File: config.mk
export PLATFORM = sky130hd
export DESIGN_NAME = eth_rx_top
export DESIGN_NICKNAME = d
export VERILOG_FILES = /design/src/eth_rx_pkg.sv /design/src/eth_rx_top.sv /design/src/fcs_check.sv /design/src/fcs_strip.sv /design/src/frame_sync.sv /design/src/header_extract.sv
export VERILOG_INCLUDE_DIRS = /design/src /design/src/src
export SDC_FILE = /design/constraint.sdc
export NUM_CORES = 1
export LEC_CHECK = 0
export BUFFER_PORTS_ARGS = -buffer_cell sky130_fd_sc_hd__buf_2
export CAP_MARGIN = 20
export CORE_MARGIN = 4
export CORE_UTILIZATION = 62
export DETAILED_ROUTE_END_ITERATION = 10
export PLACE_DENSITY_LB_ADDON = 0.15
export SETUP_SLACK_MARGIN = 0.02
export SYNTH_ARGS = -nofsm -noshare
export SYNTH_HDL_FRONTEND = slang
export SYNTH_SLANG_ARGS = --single-unit
File: constraint.sdc
create_clock -name i_clk -period 19.22 [get_ports i_clk]
set_input_delay 1.922 -clock i_clk [delete_from_list [all_inputs] [get_ports i_clk]]
set_output_delay 1.922 -clock i_clk [all_outputs]
set_load 0.1 [all_outputs]
File: src/eth_rx_defines.svh
`ifndef ETH_RX_DEFINES_SVH
`define ETH_RX_DEFINES_SVH

////////////////////////////////////////////////////////////
// preamble and start delimiters
////////////////////////////////////////////////////////////
`define PREAMBLE_BYTE   8'h55
`define SFD_BYTE        8'hD5

// express frame start codes
`define SMD_S0          8'hE6
`define SMD_S1          8'h4C
`define SMD_S2          8'h7F
`define SMD_S3          8'hB3

// continuation codes followed by a fragment count byte
`define SMD_C0          8'h61
`define SMD_C1          8'h52
`define SMD_C2          8'h9E
`define SMD_C3          8'h2A

// 0x55 bytes expected ahead of the decision byte
`define PREAMBLE_MIN    6

////////////////////////////////////////////////////////////
// frame layout and CRC
////////////////////////////////////////////////////////////
`define MAC_BYTES       6
`define HDR_BYTES       14
`define FCS_BYTES       4

`define CRC_INIT        32'hFFFF_FFFF
`define CRC_POLY_REFL   32'hEDB8_8320
// fragment marker folded into the FCS
`define MCRC_XOR        32'h0000_FFFF

// counters, byte index and payload length
`define CNT_W           16

`endif

File: src/eth_rx_pkg.sv
package eth_rx_pkg;

    // receive framing states
    typedef enum logic [2:0] {
        IDLE     = 3'd0,
        PREAMBLE = 3'd1,
        PRE_LAST = 3'd2,
        FRAG     = 3'd3,
        MAC_BODY = 3'd4,
        DISCARD  = 3'd5
    } rx_state_e;

    // checksum verdict
    // mcrc marks a preempted fragment, none with the error strobe is a bad FCS
    typedef enum logic [1:0] {
        CRC_NONE  = 2'b00,
        CRC_FINAL = 2'b01,
        CRC_MCRC  = 2'b10
    } crc_kind_e;

endpackage

File: src/eth_rx_top.sv
`timescale 1ns/10ps
`include "eth_rx_defines.svh"

module eth_rx_top import eth_rx_pkg::*; (
    input  logic                i_clk,
    input  logic                i_rst,
    input  logic [7:0]          i_rx_data,
    input  logic                i_rx_valid,
    output logic [47:0]         o_dst_mac,
    output logic                o_dst_vld,
    output logic [47:0]         o_src_mac,
    output logic                o_src_vld,
    output logic [15:0]         o_eth_type,
    output logic                o_type_vld,
    output logic [7:0]          o_delim,
    output logic                o_delim_vld,
    output logic [7:0]          o_frag_cnt,
    output logic                o_frag_vld,
    output logic [7:0]          o_pay_data,
    output logic                o_pay_vld,
    output logic                o_pay_last,
    output logic [`CNT_W-1:0]   o_pay_len,
    output logic                o_pay_len_vld,
    output crc_kind_e           o_crc_kind,
    output logic                o_crc_err,
    output logic [`CNT_W-1:0]   o_rx_frames_cnt,
    output logic [`CNT_W-1:0]   o_err_crc_cnt
);

    // MAC-layer byte stream
    logic [7:0]             mac_byte;
    logic                   mac_vld;
    logic [`CNT_W-1:0]      mac_idx;
    logic                   frame_end;

    // CRC feed
    logic [7:0]             cov_byte;
    logic                   cov_vld;
    logic [31:0]            fcs;
    logic                   fcs_vld;
    logic                   pay_last;

    // length strobe shares the last-byte pulse
    assign o_pay_last    = pay_last;
    assign o_pay_len_vld = pay_last;

    frame_sync u_frame_sync (
        .i_clk           (i_clk),
        .i_rst           (i_rst),
        .i_rx_data       (i_rx_data),
        .i_rx_valid      (i_rx_valid),
        .o_mac_byte      (mac_byte),
        .o_mac_vld       (mac_vld),
        .o_mac_idx       (mac_idx),
        .o_frame_end     (frame_end),
        .o_delim         (o_delim),
        .o_delim_vld     (o_delim_vld),
        .o_frag_cnt      (o_frag_cnt),
        .o_frag_vld      (o_frag_vld),
        .o_rx_frames_cnt (o_rx_frames_cnt)
    );

    header_extract u_header_extract (
        .i_clk      (i_clk),
        .i_rst      (i_rst),
        .i_mac_byte (mac_byte),
        .i_mac_vld  (mac_vld),
        .i_mac_idx  (mac_idx),
        .o_dst_mac  (o_dst_mac),
        .o_dst_vld  (o_dst_vld),
        .o_src_mac  (o_src_mac),
        .o_src_vld  (o_src_vld),
        .o_eth_type (o_eth_type),
        .o_type_vld (o_type_vld)
    );

    fcs_strip u_fcs_strip (
        .i_clk       (i_clk),
        .i_rst       (i_rst),
        .i_mac_byte  (mac_byte),
        .i_mac_vld   (mac_vld),
        .i_mac_idx   (mac_idx),
        .i_frame_end (frame_end),
        .o_cov_byte  (cov_byte),
        .o_cov_vld   (cov_vld),
        .o_fcs       (fcs),
        .o_fcs_vld   (fcs_vld),
        .o_pay_data  (o_pay_data),
        .o_pay_vld   (o_pay_vld),
        .o_pay_last  (pay_last),
        .o_pay_len   (o_pay_len)
    );

    fcs_check u_fcs_check (
        .i_clk         (i_clk),
        .i_rst         (i_rst),
        .i_cov_byte    (cov_byte),
        .i_cov_vld     (cov_vld),
        .i_fcs         (fcs),
        .i_fcs_vld     (fcs_vld),
        .o_crc_kind    (o_crc_kind),
        .o_crc_err     (o_crc_err),
        .o_err_crc_cnt (o_err_crc_cnt)
    );

endmodule

File: src/fcs_check.sv
`timescale 1ns/10ps
`include "eth_rx_defines.svh"

module fcs_check import eth_rx_pkg::*; (
    input  logic                i_clk,
    input  logic                i_rst,
    input  logic [7:0]          i_cov_byte,
    input  logic                i_cov_vld,
    input  logic [31:0]         i_fcs,
    input  logic                i_fcs_vld,
    output crc_kind_e           o_crc_kind,
    output logic                o_crc_err,
    output logic [`CNT_W-1:0]   o_err_crc_cnt
);

    logic [31:0]    crc;
    logic [31:0]    crc_final;
    logic           fcs_ok;
    logic           mcrc_ok;

    ////////////////////////////////////////////////////////////
    // reflected CRC-32 stepped one byte per call
    ////////////////////////////////////////////////////////////
    function automatic logic [31:0] crc_next(input logic [31:0] c_in, input logic [7:0] d);
        logic [31:0] c;
        logic        fb;
        c = c_in;
        // lsb of the data byte goes first
        for (int i = 0; i < 8; i++) begin
            fb = c[0] ^ d[i];
            c  = {1'b0, c[31:1]};
            if (fb) begin
                c = c ^ `CRC_POLY_REFL;
            end
        end
        return c;
    endfunction

    // transmitted FCS is the complemented register
    assign crc_final = ~crc;
    assign fcs_ok    = (i_fcs == crc_final);
    assign mcrc_ok   = (i_fcs == (crc_final ^ `MCRC_XOR));

    ////////////////////////////////////////////////////////////
    // accumulate and judge
    ////////////////////////////////////////////////////////////
    always_ff @(posedge i_clk or posedge i_rst) begin
        if (i_rst) begin
            crc           <= `CRC_INIT;
            o_crc_kind    <= CRC_NONE;
            o_crc_err     <= 1'b0;
            o_err_crc_cnt <= '0;
        end
        else begin
            o_crc_kind <= CRC_NONE;
            o_crc_err  <= 1'b0;
            if (i_fcs_vld) begin
                // fresh seed for the next frame
                crc <= `CRC_INIT;
                if (fcs_ok) begin
                    o_crc_kind <= CRC_FINAL;
                end
                else if (mcrc_ok) begin
                    o_crc_kind <= CRC_MCRC;
                end
                else begin
                    o_crc_err     <= 1'b1;
                    o_err_crc_cnt <= o_err_crc_cnt + 1'b1;
                end
            end
            else if (i_cov_vld) begin
                crc <= crc_next(crc, i_cov_byte);
            end
        end
    end

endmodule

File: src/fcs_strip.sv
`timescale 1ns/10ps
`include "eth_rx_defines.svh"

module fcs_strip (
    input  logic                i_clk,
    input  logic                i_rst,
    input  logic [7:0]          i_mac_byte,
    input  logic                i_mac_vld,
    input  logic [`CNT_W-1:0]   i_mac_idx,
    input  logic                i_frame_end,
    output logic [7:0]          o_cov_byte,
    output logic                o_cov_vld,
    output logic [31:0]         o_fcs,
    output logic                o_fcs_vld,
    output logic [7:0]          o_pay_data,
    output logic                o_pay_vld,
    output logic                o_pay_last,
    output logic [`CNT_W-1:0]   o_pay_len
);

    // four FCS bytes plus the newest payload candidate
    localparam int DEPTH = `FCS_BYTES + 1;
    localparam logic [2:0] FULL = 3'(DEPTH);
    localparam logic [`CNT_W-1:0] PAY_FIRST = `CNT_W'(`HDR_BYTES);

    logic [7:0]             line_byte [DEPTH];
    logic [`CNT_W-1:0]      line_idx [DEPTH];
    logic [2:0]             fill;
    logic [`CNT_W-1:0]      pay_cnt;
    logic                   end_d;
    logic                   push_out;
    logic                   out_is_pay;

    // oldest byte leaves once a newer one pushes it out
    assign push_out   = i_mac_vld && (fill == FULL);
    assign out_is_pay = line_idx[DEPTH-1] >= PAY_FIRST;

    ////////////////////////////////////////////////////////////
    // hold-back line
    ////////////////////////////////////////////////////////////
    always_ff @(posedge i_clk) begin
        if (i_mac_vld) begin
            line_byte[0] <= i_mac_byte;
            line_idx[0]  <= i_mac_idx;
            for (int i = 1; i < DEPTH; i++) begin
                line_byte[i] <= line_byte[i-1];
                line_idx[i]  <= line_idx[i-1];
            end
        end
    end

    always_ff @(posedge i_clk or posedge i_rst) begin
        if (i_rst) begin
            fill       <= '0;
            pay_cnt    <= '0;
            end_d      <= 1'b0;
            o_cov_vld  <= 1'b0;
            o_pay_vld  <= 1'b0;
            o_pay_last <= 1'b0;
            o_fcs_vld  <= 1'b0;
        end
        else begin
            if (i_frame_end) begin
                fill    <= '0;
                pay_cnt <= '0;
            end
            else begin
                if (i_mac_vld && fill != FULL) begin
                    fill <= fill + 3'd1;
                end
                if (push_out && out_is_pay) begin
                    pay_cnt <= pay_cnt + 1'b1;
                end
            end
            o_cov_vld  <= push_out || i_frame_end;
            o_pay_vld  <= (push_out && out_is_pay) || i_frame_end;
            o_pay_last <= i_frame_end;
            // FCS follows the last covered byte by one cycle
            end_d      <= i_frame_end;
            o_fcs_vld  <= end_d;
        end
    end

    // at frame end the oldest entry is the final payload byte
    always_ff @(posedge i_clk) begin
        if (push_out || i_frame_end) begin
            o_cov_byte <= line_byte[DEPTH-1];
            o_pay_data <= line_byte[DEPTH-1];
        end
        if (i_frame_end) begin
            o_pay_len <= pay_cnt + 1'b1;
            o_fcs     <= {line_byte[0], line_byte[1], line_byte[2], line_byte[3]};
        end
    end

endmodule

File: src/frame_sync.sv
`timescale 1ns/10ps
`include "eth_rx_defines.svh"

module frame_sync import eth_rx_pkg::*; (
    input  logic                i_clk,
    input  logic                i_rst,
    input  logic [7:0]          i_rx_data,
    input  logic                i_rx_valid,
    output logic [7:0]          o_mac_byte,
    output logic                o_mac_vld,
    output logic [`CNT_W-1:0]   o_mac_idx,
    output logic                o_frame_end,
    output logic [7:0]          o_delim,
    output logic                o_delim_vld,
    output logic [7:0]          o_frag_cnt,
    output logic                o_frag_vld,
    output logic [`CNT_W-1:0]   o_rx_frames_cnt
);

    localparam logic [2:0] PRE_FULL = 3'(`PREAMBLE_MIN);

    rx_state_e              state;
    logic [2:0]             pre_cnt;
    logic [`CNT_W-1:0]      idx;
    logic                   valid_d;
    logic                   delim_hit;
    logic                   frag_hit;
    logic                   mac_hit;

    function automatic logic is_smd_s(input logic [7:0] b);
        return (b == `SMD_S0) || (b == `SMD_S1) || (b == `SMD_S2) || (b == `SMD_S3);
    endfunction

    function automatic logic is_smd_c(input logic [7:0] b);
        return (b == `SMD_C0) || (b == `SMD_C1) || (b == `SMD_C2) || (b == `SMD_C3);
    endfunction

    ////////////////////////////////////////////////////////////
    // delimiter decode
    ////////////////////////////////////////////////////////////
    // byte 7 may only be a continuation code, byte 8 sfd or a start code
    always_comb begin
        delim_hit = 1'b0;
        if (i_rx_valid) begin
            if (state == PREAMBLE && pre_cnt == PRE_FULL) begin
                delim_hit = is_smd_c(i_rx_data);
            end
            else if (state == PRE_LAST) begin
                delim_hit = is_smd_s(i_rx_data) || (i_rx_data == `SFD_BYTE);
            end
        end
    end

    assign frag_hit = i_rx_valid && (state == FRAG);
    assign mac_hit  = i_rx_valid && (state == MAC_BODY);

    ////////////////////////////////////////////////////////////
    // framing FSM
    ////////////////////////////////////////////////////////////
    always_ff @(posedge i_clk or posedge i_rst) begin
        if (i_rst) begin
            state   <= IDLE;
            pre_cnt <= '0;
        end
        else if (!i_rx_valid) begin
            state   <= IDLE;
            pre_cnt <= '0;
        end
        else begin
            case (state)
                IDLE: begin
                    pre_cnt <= 3'd1;
                    state   <= (i_rx_data == `PREAMBLE_BYTE) ? PREAMBLE : DISCARD;
                end
                PREAMBLE: begin
                    if (pre_cnt != PRE_FULL) begin
                        if (i_rx_data == `PREAMBLE_BYTE) begin
                            pre_cnt <= pre_cnt + 3'd1;
                        end
                        else begin
                            state <= DISCARD;
                        end
                    end
                    else if (i_rx_data == `PREAMBLE_BYTE) begin
                        state <= PRE_LAST;
                    end
                    else begin
                        state <= delim_hit ? FRAG : DISCARD;
                    end
                end
                PRE_LAST: begin
                    state <= delim_hit ? MAC_BODY : DISCARD;
                end
                FRAG: begin
                    state <= MAC_BODY;
                end
                // body and discard run until valid drops
                default: begin
                    state <= state;
                end
            endcase
        end
    end

    // strobes, byte index and frame counter
    always_ff @(posedge i_clk or posedge i_rst) begin
        if (i_rst) begin
            o_mac_vld       <= 1'b0;
            o_frame_end     <= 1'b0;
            o_delim_vld     <= 1'b0;
            o_frag_vld      <= 1'b0;
            idx             <= '0;
            valid_d         <= 1'b0;
            o_rx_frames_cnt <= '0;
        end
        else begin
            o_mac_vld   <= mac_hit;
            o_frame_end <= (state == MAC_BODY) && !i_rx_valid;
            o_delim_vld <= delim_hit;
            o_frag_vld  <= frag_hit;
            idx         <= mac_hit ? idx + 1'b1 : '0;
            valid_d     <= i_rx_valid;
            if (i_rx_valid && !valid_d) begin
                o_rx_frames_cnt <= o_rx_frames_cnt + 1'b1;
            end
        end
    end

    always_ff @(posedge i_clk) begin
        if (mac_hit) begin
            o_mac_byte <= i_rx_data;
            o_mac_idx  <= idx;
        end
        if (delim_hit) begin
            o_delim <= i_rx_data;
        end
        if (frag_hit) begin
            o_frag_cnt <= i_rx_data;
        end
    end

endmodule

File: src/header_extract.sv
`timescale 1ns/10ps
`include "eth_rx_defines.svh"

module header_extract (
    input  logic                i_clk,
    input  logic                i_rst,
    input  logic [7:0]          i_mac_byte,
    input  logic                i_mac_vld,
    input  logic [`CNT_W-1:0]   i_mac_idx,
    output logic [47:0]         o_dst_mac,
    output logic                o_dst_vld,
    output logic [47:0]         o_src_mac,
    output logic                o_src_vld,
    output logic [15:0]         o_eth_type,
    output logic                o_type_vld
);

    // index of the last byte of each field
    localparam logic [`CNT_W-1:0] DST_END  = `CNT_W'(`MAC_BYTES - 1);
    localparam logic [`CNT_W-1:0] SRC_END  = `CNT_W'(2 * `MAC_BYTES - 1);
    localparam logic [`CNT_W-1:0] TYPE_END = `CNT_W'(`HDR_BYTES - 1);

    ////////////////////////////////////////////////////////////
    // field shift registers
    ////////////////////////////////////////////////////////////
    // first byte on the wire ends up most significant
    always_ff @(posedge i_clk) begin
        if (i_mac_vld) begin
            if (i_mac_idx <= DST_END) begin
                o_dst_mac <= {o_dst_mac[39:0], i_mac_byte};
            end
            else if (i_mac_idx <= SRC_END) begin
                o_src_mac <= {o_src_mac[39:0], i_mac_byte};
            end
            else if (i_mac_idx <= TYPE_END) begin
                o_eth_type <= {o_eth_type[7:0], i_mac_byte};
            end
        end
    end

    // field done strobes
    always_ff @(posedge i_clk or posedge i_rst) begin
        if (i_rst) begin
            o_dst_vld  <= 1'b0;
            o_src_vld  <= 1'b0;
            o_type_vld <= 1'b0;
        end
        else begin
            o_dst_vld  <= i_mac_vld && (i_mac_idx == DST_END);
            o_src_vld  <= i_mac_vld && (i_mac_idx == SRC_END);
            o_type_vld <= i_mac_vld && (i_mac_idx == TYPE_END);
        end
    end

endmodule

==> metrics.yaml <==
grt_setup_unrepaired: "false"
core_sq_um: 26210
synth.top_cell.area_share_pct: 58.53
ys_warn_count: 0
synthFlopType: "edfxtp_1"
antenna_found_initial: 0
met2_length_mm: 15.83
ios: 206
clk_pin_slew_ns: 0.06
cpPeakStageDelay_ns: 0.51
rows: 59
io_buffers: 205
crit_buf_inv: 2
skew_ns: 0.02111
gp_congestion: 0.8382
dieHeight_um: 171.5
power_density_nw_per_um2: 131.8
synth_compound_area_share_pct: 4.228
yosysTopAreaCell: "edfxtp_1"
htree_levels: 2
clock_path_buffers: 3
dp_cells: 1537
p_sw_share_pct: 28.73
post-route-min-period_ns: 3.957
syn_nets: 1033
min_period_over_period_pct: 20.59
grt_pass1_wl_mm: 47.92
setup_viol: 0
cts_hold_buf: 0
drc_errors: 0
seq_area_frac_synth_pct: 76.90
synth_simple_gate_area_share_pct: 7.807
initial_utilization_pct: 63.23
synth_seq_cells: 443
wl_met3_mm: 1.468
totalWireLength_mm: 30.64
p_switching_w: 0.0007355
drive_gt1_share_pct: 26.13
grt_pass1_vias: 8765
crit_family: "simple AND/OR/NAND/NOR gates"
fp.dieW_um: 171.5
end_kind: "flip-flop"
cts_resized: 0
synthesis.area_sq_um: 16570
maxCapViolations: 0
clock_sinks: 443
grt_max_degree: 74
max_freq_mhz: 252.7
combPwrFrac_pct: 21.5
viasPerCell: 5.519
startpoint_type: "primary input"
synth.mux.area_fraction_pct: 0.2794
fin_nets: 1267
crit_arrival_ns: 4.19
met1_length_mm: 12.50
critPathKind: "primary input to flip-flop"
cts-buffers-inserted: 43
worst_pin_slew_ns: 0.9825
path_common_cell: "buf_2"
hold_viol: 0
grt-ovfl-total: 0
avgSynthCellArea_sq_um: 16.34
yosysUniqueCellTypes: 58
outcome: "finished, final reports clean"
clkPwrFrac_pct: 32.4
crit_required_ns: 19.45
drtIter0Drc: 618
max_slew_margin_pct: 33.58
critical_path.cell_chain: "buf_2 > or4b_1 > a2111oi_0 > a31oi_1 > o32a_1 > nor3b_1 > buf_2"
syn_inst: 1014
wire_per_inst_um: 18.95
setup_tns_ns: 0
cts_tree: "yes"
layout_commonest_cell: "edfxtp_1"
ant_nets: 0
final_cell_mix: "edfxtp_1 (323), buf_2 (206), dfrtp_1 (86), xnor2_1 (79), nor2_1 (76)"
vdd_ir_drop_max_uv: 227.4
finalPower_w: 0.002560
drt_first_pass_iters: 5
die_area_sq_um: 29410
layout-area-overhead-vs-synth_pct: 17.24
synth_edf_count: 323
worst_hold_path_type: "flip-flop to flip-flop"
insertion_delay_ns: 0.54
top_layer: "met4"
dp_hpwl_mm: 19.65
cts_setup_buffers: 0
path_max_fanout: 9
drv_slew: 0
slowest_stage: "or4b_1"
vias: 8925
p_seq_share_pct: 46.1
synth_top_family_by_area: "XOR/XNOR gates"
synth.area.top_cells: "edfxtp_1 (59%), dfrtp_1 (13%), dfstp_2 (5.1%)"
diodes: 0
p_int_w: 0.001825
synthAdderAreaFrac_pct: 0.6040
p_leak_nw: 7.442
synthXorXnorAreaFrac_pct: 9.114
cts-root-buf: "clkbuf_16"
synthArstFlopShare_pct: 27.09
grtUsageTotal_pct: 20.86
stdcell_count: 1617
## final cells by class
| cell class | count | area (sq um) |
|---|---|---|
| clock buffer | 59 | 1177 |
| clock inverter | 20 | 227.7 |
| fill | 1665 | 6779 |
| inverter | 17 | 66.31 |
| multi-input combinational | 527 | 3686 |
| sequential | 443 | 12750 |
| tap | 335 | 419.2 |
| timing repair buffer | 216 | 1104 |
## state kept, by name (all words and copies together), names as in the netlist, 2 cells and up
register                      count
u_header_extract.o_eth_type      16
u_frame_sync.o_rx_frames_cnt     16
u_fcs_check.crc                  32
u_fcs_strip.pay_cnt              16
u_header_extract.o_src_mac       48
u_frame_sync.o_frag_cnt           8
u_frame_sync.pre_cnt              3
u_fcs_strip.fill                  3
u_fcs_strip.o_fcs                32
u_fcs_strip.o_pay_len            16
u_fcs_check.o_crc_kind            2
u_frame_sync.o_mac_byte           8
u_header_extract.o_dst_mac       48
u_frame_sync.idx                 16
u_frame_sync.state                3
u_fcs_check.o_err_crc_cnt        16
u_fcs_strip.line_byte            40
u_frame_sync.o_mac_idx           16
u_frame_sync.o_delim              8
u_fcs_strip.o_cov_byte            8
u_fcs_strip.line_idx             75
## worst paths after layout
path                            cells past startpoint                                  start  slack, ns                                  endpoint
min in group asynchronous                           2                                  i_rst       1.48         u_frame_sync.o_frag_vld$_DFF_PP0_
worst max-delay path                                7                           i_rx_data[2]      15.26         u_frame_sync.o_delim[6]$_DFFE_PN_
worst max register to register                      6        u_fcs_check.crc[19]$_DFFE_PP1P_      16.37  u_fcs_check.o_err_crc_cnt[1]$_DFFE_PP0P_
max in group asynchronous                           3                                  i_rst      16.33       u_fcs_strip.pay_cnt[12]$_DFFE_PP0P_
worst min register to register                      0  u_fcs_strip.line_idx[0][17]$_DFFE_PP_       0.41     u_fcs_strip.line_idx[0][33]$_DFFE_PP_
worst min-delay path                                0  u_fcs_strip.line_idx[0][17]$_DFFE_PP_       0.41     u_fcs_strip.line_idx[0][33]$_DFFE_PP_
## metrics by stage
step	worst slack [ns]	hold slack [ns]	area [sq um]	util, %
2_1_floorplan	11.87	0.4003	16570	-
3_3_place_gp	14.39	0.4010	18010	68.73
6_report	15.26	0.4135	19430	74.13
5_1_grt	15.19	0.4185	19430	74.13
4_1_cts	15.26	0.4123	19420	74.11
3_5_place_dp	14.70	0.4045	18020	68.75
## logic make-up (layout without fill, tap and decap cells)
kind of cell / Yosys count / after routing
xor+xnor: 160 / 160
simple gates: 255 / 255
mux: 4 / 4
fa+ha+maj: 8 / 8
flops: 443 / 443
buf+inv: 44 / 312
compound gates: 100 / 100
## cell usage after synthesis, types with 9 or more instances
library cell  instances
a211o_1              23
a21oi_1              13
and3_1                9
clkbuf_1             22
dfrtp_1              88
dfstp_2              32
edfxtp_1            323
inv_1                17
nand2_1              50
nand3_1              23
nand4_1              16
nor2_1               76
nor3_1               13
nor4_1               15
o21ai_0              30
xnor2_1              79
xnor2_2              11
xor2_1               68
## per-layer routing
layer	vias up	track usage (%)
li1	4189	-
met1	4430	28.05
met2	253	35.23
met3	53	3.746
met4	0	6.614
met5	-	0
## power groups by stage
stage,Clock (W),Combinational [W],Sequential (W)
floorplan,0,0.000356,0.00128
CTS,0.000846,0.000554,0.00118
finish,0.000830,0.000550,0.00118
global placement,0,0.000542,0.00119
global route,0.000892,0.000594,0.00119
detailed placement,0,0.000548,0.00120
Note: power is estimated with default switching activity, not from simulation.
